$ cat src/source/check_pkg.sv
//////////////////////////////////////////////////
// monitor-side types for rule indices and vectors,
// decoded instruction info and the config register map
//////////////////////////////////////////////////

package check_pkg;

  // bit index of each rule in a rule vector
  typedef enum logic [3:0] {
    RULE_MODE_SUPPORTED = 4'd0,
    RULE_MSCRATCH_U     = 4'd1,
    RULE_MPP_VALUE      = 4'd2,
    RULE_TRAP_TO_M      = 4'd3,
    RULE_MRET_TO_MPP    = 4'd4,
    RULE_WFI_TW         = 4'd5,
    RULE_ECALL_U        = 4'd6,
    RULE_EBREAK_U       = 4'd7,
    RULE_CSR_PRIV       = 4'd8,
    RULE_DMODE_M        = 4'd9,
    RULE_UMODE_MPRV     = 4'd10
  } rule_e;

  localparam int NUM_RULES = 11;

  typedef logic [NUM_RULES-1:0] rule_vec_t;

  typedef enum logic [2:0] {
    INSN_OTHER,
    INSN_MRET,
    INSN_WFI,
    INSN_ECALL,
    INSN_EBREAK,
    INSN_URET,
    INSN_CSR
  } insn_class_e;

  typedef struct packed {
    insn_class_e cls;
    logic [11:0] csr_addr;
  } insn_info_t;

  typedef enum logic [1:0] {
    CFG_ENABLE = 2'd0,
    CFG_STATUS = 2'd1,
    CFG_COUNT  = 2'd2
  } cfg_addr_e;

endpackage

$ cat src/source/priv_pkg.sv
//////////////////////////////////////////////////
// RISC-V privilege definitions shared by the
// monitor, with modes, CSR field positions, exception
// causes, fixed encodings and the retirement record
//////////////////////////////////////////////////

package priv_pkg;

  // MODE_S only names an illegal value on this two-mode core
  typedef enum logic [1:0] {
    MODE_U = 2'b00,
    MODE_S = 2'b01,
    MODE_M = 2'b11
  } priv_mode_e;

  // mstatus fields
  localparam int MPP_POS  = 11;
  localparam int MPRV_POS = 17;
  localparam int TW_POS   = 21;

  // dcsr fields
  localparam int EBREAKU_POS = 12;

  // exception causes as seen on the trace
  localparam logic [5:0] EXC_INSTR_FAULT     = 6'd1;
  localparam logic [5:0] EXC_ILLEGAL_INSN    = 6'd2;
  localparam logic [5:0] EXC_BREAKPOINT      = 6'd3;
  localparam logic [5:0] EXC_ECALL_U         = 6'd8;
  localparam logic [5:0] EXC_INSTR_BUS_FAULT = 6'd24;

  localparam logic [6:0] SYSTEM_OPCODE = 7'b1110011;

  // fixed system instruction encodings
  localparam logic [31:0] MRET_INSN   = 32'h3020_0073;
  localparam logic [31:0] WFI_INSN    = 32'h1050_0073;
  localparam logic [31:0] ECALL_INSN  = 32'h0000_0073;
  localparam logic [31:0] EBREAK_INSN = 32'h0010_0073;
  localparam logic [31:0] URET_INSN   = 32'h0020_0073;

  // one retired instruction from the trace port
  typedef struct packed {
    logic        valid;
    priv_mode_e  mode;
    logic [31:0] insn;
    logic        trap_exception;
    logic [5:0]  exc_cause;
    logic        dbg_mode;
    logic [31:0] mstatus_rdata;
    logic [31:0] mstatus_wdata;
    logic [31:0] mstatus_wmask;
    logic [31:0] mscratch_wmask;
    logic [31:0] dcsr_rdata;
  } retire_rec_t;

endpackage

$ cat src/source/check_regs.sv
//////////////////////////////////////////////////
// config and status block: rule enable mask,
// sticky status, saturating violation counter and
// the error level; read data is combinational
//////////////////////////////////////////////////

`timescale 1ns/10ps

module check_regs
  import check_pkg::*;
#(
  parameter int COUNT_W = 16
) (
  input  logic        clk_i,
  input  logic        rst_n,
  input  logic        cfg_we,
  input  cfg_addr_e   cfg_addr,
  input  logic [31:0] cfg_wdata,
  output logic [31:0] cfg_rdata,
  input  rule_vec_t   violation,
  output rule_vec_t   enable,
  output logic        error
);

  rule_vec_t          status_q;
  rule_vec_t          status_d;
  rule_vec_t          status_clr;
  logic [COUNT_W-1:0] count_q;
  logic               count_max;

  always_comb begin
    // a new violation wins over the write-1-to-clear
    status_clr = (cfg_we && (cfg_addr == CFG_STATUS)) ? cfg_wdata[NUM_RULES-1:0] : '0;
    status_d   = (status_q & ~status_clr) | violation;
    count_max  = (count_q == {COUNT_W{1'b1}});
  end

  always_ff @(posedge clk_i or negedge rst_n) begin
    if (!rst_n) begin
      enable   <= '1;
      status_q <= '0;
      count_q  <= '0;
      error    <= 1'b0;
    end else begin
      status_q <= status_d;
      error    <= |status_d;
      if (cfg_we && (cfg_addr == CFG_ENABLE)) begin
        enable <= cfg_wdata[NUM_RULES-1:0];
      end
      if (cfg_we && (cfg_addr == CFG_COUNT)) begin
        count_q <= '0;
      end else if ((violation != '0) && !count_max) begin
        count_q <= count_q + 1'b1;
      end
    end
  end

  always_comb begin
    case (cfg_addr)
      CFG_ENABLE: cfg_rdata = 32'(enable);
      CFG_STATUS: cfg_rdata = 32'(status_q);
      CFG_COUNT:  cfg_rdata = 32'(count_q);
      default:    cfg_rdata = 32'h0;
    endcase
  end

endmodule

$ cat src/source/insn_classifier.sv
//////////////////////////////////////////////////
// combinational decode of the retired instruction
// into a class and a CSR address for the checker
//////////////////////////////////////////////////

`timescale 1ns/10ps

module insn_classifier
  import priv_pkg::*;
  import check_pkg::*;
(
  input  retire_rec_t retire,
  output insn_info_t  info
);

  logic       revoked;
  logic [2:0] funct3;
  logic       is_csr;

  always_comb begin
    // fetch faults never executed, so they have no class
    revoked = retire.trap_exception &&
              (retire.exc_cause inside {EXC_INSTR_FAULT, EXC_INSTR_BUS_FAULT});
    funct3  = retire.insn[14:12];
    is_csr  = (retire.insn[6:0] == SYSTEM_OPCODE) &&
              (funct3 != 3'd0) && (funct3 != 3'd4);
  end

  always_comb begin
    info.cls      = INSN_OTHER;
    info.csr_addr = 12'h000;
    if (retire.valid && !revoked) begin
      if (retire.insn == MRET_INSN) begin
        info.cls = INSN_MRET;
      end else if (retire.insn == WFI_INSN) begin
        info.cls = INSN_WFI;
      end else if (retire.insn == ECALL_INSN) begin
        info.cls = INSN_ECALL;
      end else if (retire.insn == EBREAK_INSN) begin
        info.cls = INSN_EBREAK;
      end else if (retire.insn == URET_INSN) begin
        info.cls = INSN_URET;
      end else if (is_csr) begin
        info.cls      = INSN_CSR;
        info.csr_addr = retire.insn[31:20];
      end
    end
  end

endmodule

$ cat src/source/mode_tracker.sv
//////////////////////////////////////////////////
// history of the last valid retirement, used by
// the checker for rules spanning two retirements
//////////////////////////////////////////////////

`timescale 1ns/10ps

module mode_tracker
  import priv_pkg::*;
  import check_pkg::*;
(
  input  logic        clk_i,
  input  logic        rst_n,
  input  retire_rec_t retire,
  input  insn_info_t  info,
  output logic        prev_trap,
  output logic        prev_mret_m,
  output logic        prev_ebreaku,
  output priv_mode_e  prev_mret_mpp
);

  logic mret_m;
  logic ebreaku;

  always_comb begin
    // untrapped mret from M mode outside debug
    mret_m  = (info.cls == INSN_MRET) && (retire.mode == MODE_M) &&
              !retire.trap_exception && !retire.dbg_mode;
    ebreaku = (info.cls == INSN_EBREAK) && (retire.mode == MODE_U) &&
              retire.dcsr_rdata[EBREAKU_POS];
  end

  always_ff @(posedge clk_i or negedge rst_n) begin
    if (!rst_n) begin
      prev_trap     <= 1'b0;
      prev_mret_m   <= 1'b0;
      prev_ebreaku  <= 1'b0;
      prev_mret_mpp <= MODE_U;
    end else if (retire.valid) begin
      prev_trap     <= retire.trap_exception;
      prev_mret_m   <= mret_m;
      prev_ebreaku  <= ebreaku;
      // MPP as read by the mret
      prev_mret_mpp <= priv_mode_e'(retire.mstatus_rdata[MPP_POS +: 2]);
    end
  end

endmodule

$ cat src/source/rule_checker.sv
//////////////////////////////////////////////////
// evaluates each privilege rule on a retirement,
// masks with the enable vector and registers the
// result as a one-cycle violation pulse
//////////////////////////////////////////////////

`timescale 1ns/10ps

module rule_checker
  import priv_pkg::*;
  import check_pkg::*;
(
  input  logic        clk_i,
  input  logic        rst_n,
  input  retire_rec_t retire,
  input  insn_info_t  info,
  input  logic        prev_trap,
  input  logic        prev_mret_m,
  input  logic        prev_ebreaku,
  input  priv_mode_e  prev_mret_mpp,
  input  rule_vec_t   enable,
  output rule_vec_t   violation
);

  logic [31:0] mstatus_post;
  logic [1:0]  mpp_post;
  logic        is_u;
  logic        not_m;
  logic        illegal_exc;
  logic        bkpt_exc;
  logic        ecall_exc;
  logic        ebreak_u_now;
  rule_vec_t   viol_d;

  always_comb begin
    // mstatus value after the instruction
    mstatus_post = (retire.mstatus_wdata & retire.mstatus_wmask) |
                   (retire.mstatus_rdata & ~retire.mstatus_wmask);
    mpp_post     = mstatus_post[MPP_POS +: 2];

    is_u  = (retire.mode == MODE_U);
    not_m = (retire.mode != MODE_M);

    illegal_exc = retire.trap_exception && (retire.exc_cause == EXC_ILLEGAL_INSN);
    bkpt_exc    = retire.trap_exception && (retire.exc_cause == EXC_BREAKPOINT);
    ecall_exc   = retire.trap_exception && (retire.exc_cause == EXC_ECALL_U);

    // without EBREAKU the ebreak must raise a breakpoint
    ebreak_u_now = (info.cls == INSN_EBREAK) && is_u &&
                   !retire.dcsr_rdata[EBREAKU_POS] && !bkpt_exc;
  end

  always_comb begin
    viol_d = '0;
    if (retire.valid) begin
      viol_d[RULE_MODE_SUPPORTED] = !(retire.mode inside {MODE_U, MODE_M});
      viol_d[RULE_MSCRATCH_U]     = is_u && (retire.mscratch_wmask != 32'h0);
      viol_d[RULE_MPP_VALUE]      = !(mpp_post inside {MODE_U, MODE_M});
      viol_d[RULE_TRAP_TO_M]      = prev_trap && not_m;
      viol_d[RULE_MRET_TO_MPP]    = prev_mret_m && (retire.mode != prev_mret_mpp);

      // TW set means wfi in U mode must be illegal, clear means it must not be
      viol_d[RULE_WFI_TW]   = (info.cls == INSN_WFI) && is_u &&
                              (retire.mstatus_rdata[TW_POS] != illegal_exc);
      viol_d[RULE_ECALL_U]  = (info.cls == INSN_ECALL) && is_u && !ecall_exc;
      viol_d[RULE_EBREAK_U] = ebreak_u_now || (prev_ebreaku && !retire.dbg_mode);

      // csr address bits 9:8 hold the lowest privilege allowed
      viol_d[RULE_CSR_PRIV] = (info.cls == INSN_CSR) && is_u &&
                              (info.csr_addr[9:8] != 2'b00) && !illegal_exc;

      viol_d[RULE_DMODE_M]    = retire.dbg_mode && not_m;
      viol_d[RULE_UMODE_MPRV] = is_u && retire.mstatus_rdata[MPRV_POS];
    end
  end

  always_ff @(posedge clk_i or negedge rst_n) begin
    if (!rst_n) begin
      violation <= '0;
    end else begin
      violation <= viol_d & enable;
    end
  end

endmodule

$ cat src/source/umode_monitor_top.sv
//////////////////////////////////////////////////
// user-mode privilege monitor top level; takes the
// retirement trace and a config write strobe
//////////////////////////////////////////////////

`timescale 1ns/10ps

module umode_monitor_top
  import priv_pkg::*;
  import check_pkg::*;
#(
  parameter int COUNT_W = 16
) (
  input  logic        clk_i,
  input  logic        rst_n,
  input  retire_rec_t retire,
  input  logic        cfg_we,
  input  cfg_addr_e   cfg_addr,
  input  logic [31:0] cfg_wdata,
  output logic [31:0] cfg_rdata,
  output rule_vec_t   violation,
  output logic        error
);

  insn_info_t info;
  logic       prev_trap;
  logic       prev_mret_m;
  logic       prev_ebreaku;
  priv_mode_e prev_mret_mpp;
  rule_vec_t  enable;

  insn_classifier i_classifier (
    .retire (retire),
    .info   (info)
  );

  mode_tracker i_tracker (
    .clk_i         (clk_i),
    .rst_n         (rst_n),
    .retire        (retire),
    .info          (info),
    .prev_trap     (prev_trap),
    .prev_mret_m   (prev_mret_m),
    .prev_ebreaku  (prev_ebreaku),
    .prev_mret_mpp (prev_mret_mpp)
  );

  rule_checker i_checker (
    .clk_i         (clk_i),
    .rst_n         (rst_n),
    .retire        (retire),
    .info          (info),
    .prev_trap     (prev_trap),
    .prev_mret_m   (prev_mret_m),
    .prev_ebreaku  (prev_ebreaku),
    .prev_mret_mpp (prev_mret_mpp),
    .enable        (enable),
    .violation     (violation)
  );

  check_regs #(
    .COUNT_W (COUNT_W)
  ) i_regs (
    .clk_i     (clk_i),
    .rst_n     (rst_n),
    .cfg_we    (cfg_we),
    .cfg_addr  (cfg_addr),
    .cfg_wdata (cfg_wdata),
    .cfg_rdata (cfg_rdata),
    .violation (violation),
    .enable    (enable),
    .error     (error)
  );

endmodule

$ cat config.mk
export PLATFORM = sky130hd
export DESIGN_NAME = umode_monitor_top
export DESIGN_NICKNAME = d
export VERILOG_FILES = /design/src/source/check_pkg.sv /design/src/source/priv_pkg.sv /design/src/source/check_regs.sv /design/src/source/insn_classifier.sv /design/src/source/mode_tracker.sv /design/src/source/rule_checker.sv /design/src/source/umode_monitor_top.sv
export SDC_FILE = /design/constraint.sdc
export NUM_CORES = 1
export LEC_CHECK = 0
export ABC_AREA = 1
export BUFFER_PORTS_ARGS = -buffer_cell sky130_fd_sc_hd__buf_2
export CORE_AREA = 4 4 107 109
export DETAILED_ROUTE_END_ITERATION = 10
export DIE_AREA = 0 0 111 113
export PLACE_DENSITY = 0.74
export SLEW_MARGIN = 15
export SYNTH_ARGS = -nofsm -noshare
export SYNTH_HDL_FRONTEND = slang
export SYNTH_HIERARCHICAL = 1
export SYNTH_SLANG_ARGS = --single-unit
$ cat constraint.sdc
create_clock -name clk_i -period 3.5 [get_ports clk_i]
set_input_delay 0.35 -clock clk_i [delete_from_list [all_inputs] [get_ports clk_i]]
set_output_delay 0.35 -clock clk_i [all_outputs]
set_load 0.01 [all_outputs]
==> impl_metrics.json <==
{
  "hold_violations": 0,
  "irDropWorstVdd_mv": 0.157,
  "ant_nets": 0,
  "fin_nets": 904,
  "cts_max_level": 2,
  "core_area_sq_mm": 0.0106,
  "wl_met1_um": 4230,
  "cts_setup_buffers": 0,
  "drt_iter0_drc": 205,
  "critPathMaxFanout": 12,
  "wl_per_cell_um": 12.5,
  "synthesis.area_sq_mm": 0.00373,
  "top_layer": "met4",
  "drv_slew": 0,
  "cts_made_buffers": 5,
  "firstDrtPassIters": 4,
  "die-area_sq_mm": 0.0125,
  "grt_pass1_vias": 3601,
  "drv_cap": 0,
  "yosys_warnings": 6,
  "grt_pass1_wl_um": 16800,
  "setup_tns_ns": 0,
  "io_pins": 284,
  "post-route-util_pct": 42.6,
  "cp_data_required_time_ns": 3.15,
  "gr-total-overflow": 0,
  "row_count": 38,
  "critPathKind": "in2out",
  "vias": 3683,
  "cts_tree": "built",
  "clock_sinks": 55,
  "antenna_found_initial": 0,
  "route.met3.wl_um": 737,
  "rsz0062_at_grt": "no",
  "clk_root_buffer_cell": "clkbuf_8",
  "hold_class": "in2async",
  "areaGrowthSynthToFinish_pct": 21.1,
  "route.met2.wl_um": 5040,
  "clkTransAtPathRegs_ns": 0.11,
  "cp-start-kind": "input port",
  "start_util_pct": 35.2,
  "endpoint_kind": "primary output",
  "reg2reg_from": "i_regs/count_q[0]",
  "die_h_um": 113,
  "place.port_buffers": 127,
  "max_freq_mhz": 501,
  "synthesis.instances": 538,
  "clock_latency_ns": 0.32,
  "fin_crit_ns": 2.00,
  "place_congestion": 0.857,
  "finClkSkew_ns": 0.00971,
  "status": "completed",
  "drive_gt1_share_pct": 29.2,
  "track_usage_pct": 16.2,
  "vias_per_cell": 4.59,
  "power_leakage_nw": 2.33,
  "p_per_area_mw_per_mm2": 354,
  "reg2reg_to": "i_regs/count_q[14]",
  "drcViolationCount": 0,
  "postRouteWirelength_um": 10100,
  "tightest_slew_ns": 0.706,
  "dp_hpwl_um": 8350,
  "r2r_cells": 9,
  "post-route-period-util_pct": 57.1,
  "rrSetupSlack_ns": 1.82,
  "relSlewSlack_pct": 52.8,
  "clockBufferDepth": 2,
  "dieWidth_um": 111,
  "setup_viol": 0,
  "syn_area_per_cell_sq_um": 6.94,
  "grt_max_degree": 29,
  "post_cts_resized": 0,
  "worst_ep_arrival_time_ns": 1.65,
  "hold_buffers": 0
}
[where the power goes]
part           switching [mW]  leakage [nW]  internal (mW)
Sequential             0.0783         0.696          0.732
Clock                   0.239        0.0515          0.151
Combinational           0.234          1.59          0.166
Total                   0.551          2.33           1.05
[stage by stage]
| step | area, sq um | hold WS [ns] | setup slack (ns) | total power, mW | instances |
|---|---|---|---|---|---|
| after floorplan | 3790 | 0.0544 | 1.85 | 1.06 | 553 |
| after global placement | 4420 | 0.410 | 1.42 | 1.22 | 794 |
| after detailed placement | 4420 | 0.407 | 1.44 | 1.22 | 794 |
| after CTS | 4520 | 0.0540 | 1.51 | 1.61 | 802 |
| after global routing | 4520 | 0.0742 | 1.36 | 1.71 | 802 |
| final | 4520 | 0.0273 | 1.50 | 1.60 | 803 |
[routing by layer]
metal	vias to the layer above	GRT usage, %
li1	1923	-
met4	0	3.04
met3	5	3.80
met5	-	0
met2	95	28.4
met1	1660	20.6
[area by class of cell]
type | count | area, sq um
Antenna cell | 1 | 2.50
Clock buffer | 5 | 68.8
Clock inverter | 3 | 33.8
Fill cell | 1114 | 6080
Inverter | 58 | 218
Multi-Input combinational cell | 412 | 1980
Sequential cell | 55 | 1390
Tap cell | 140 | 175
Timing Repair Buffer | 129 | 651
[cell usage in the layout (no fill, tap or decap), types with 4 or more instances in the layout]
master	instances
o211ai_1	6
dfrtp_1	44
nor2_1	94
nor2_4	4
mux2_2	11
inv_1	51
nand2_2	7
a21oi_1	9
buf_2	127
nor2_2	11
conb_1	16
dfstp_2	11
nand2_1	158
clkbuf_8	5
nand3_1	33
nand4_1	24
inv_2	7
o21ai_0	6
xor2_1	6
o21ai_1	5
nor3_1	4
[flip-flops by register name, indices dropped and copies added (netlist names)]
| signal | cells |
|---|---|
| i_tracker/prev_mret_m | 1 |
| i_regs/status_q | 11 |
| i_tracker/prev_trap | 1 |
| i_regs/error | 1 |
| i_regs/count_q | 16 |
| i_regs/enable | 11 |
| i_tracker/prev_mret_mpp | 2 |
| i_tracker/prev_ebreaku | 1 |
| i_checker/violation | 11 |
[how the worst max path moves through the flow]
| stage | start | endpoint | slack (ns) | cells after the start |
|---|---|---|---|---|
| after global routing | cfg_addr[0] | cfg_rdata[10] | 1.36 | 6 |
| after CTS | cfg_addr[0] | cfg_rdata[8] | 1.51 | 6 |
| after floorplan | retire[171] | i_checker/violation[6] | 1.85 | 13 |
| after global placement | retire[199] | i_checker/violation[7] | 1.42 | 12 |
| final | cfg_addr[0] | cfg_rdata[8] | 1.50 | 6 |
| after detailed placement | retire[199] | i_checker/violation[7] | 1.44 | 12 |
[critical path, cell delays in order]
cell,delay [ns]
buf_2,0.23
inv_2,0.05
nor2_1,0.54
nand2_1,0.13
o211ai_1,0.16
buf_2,0.18
(Power assumes the default switching activity.)
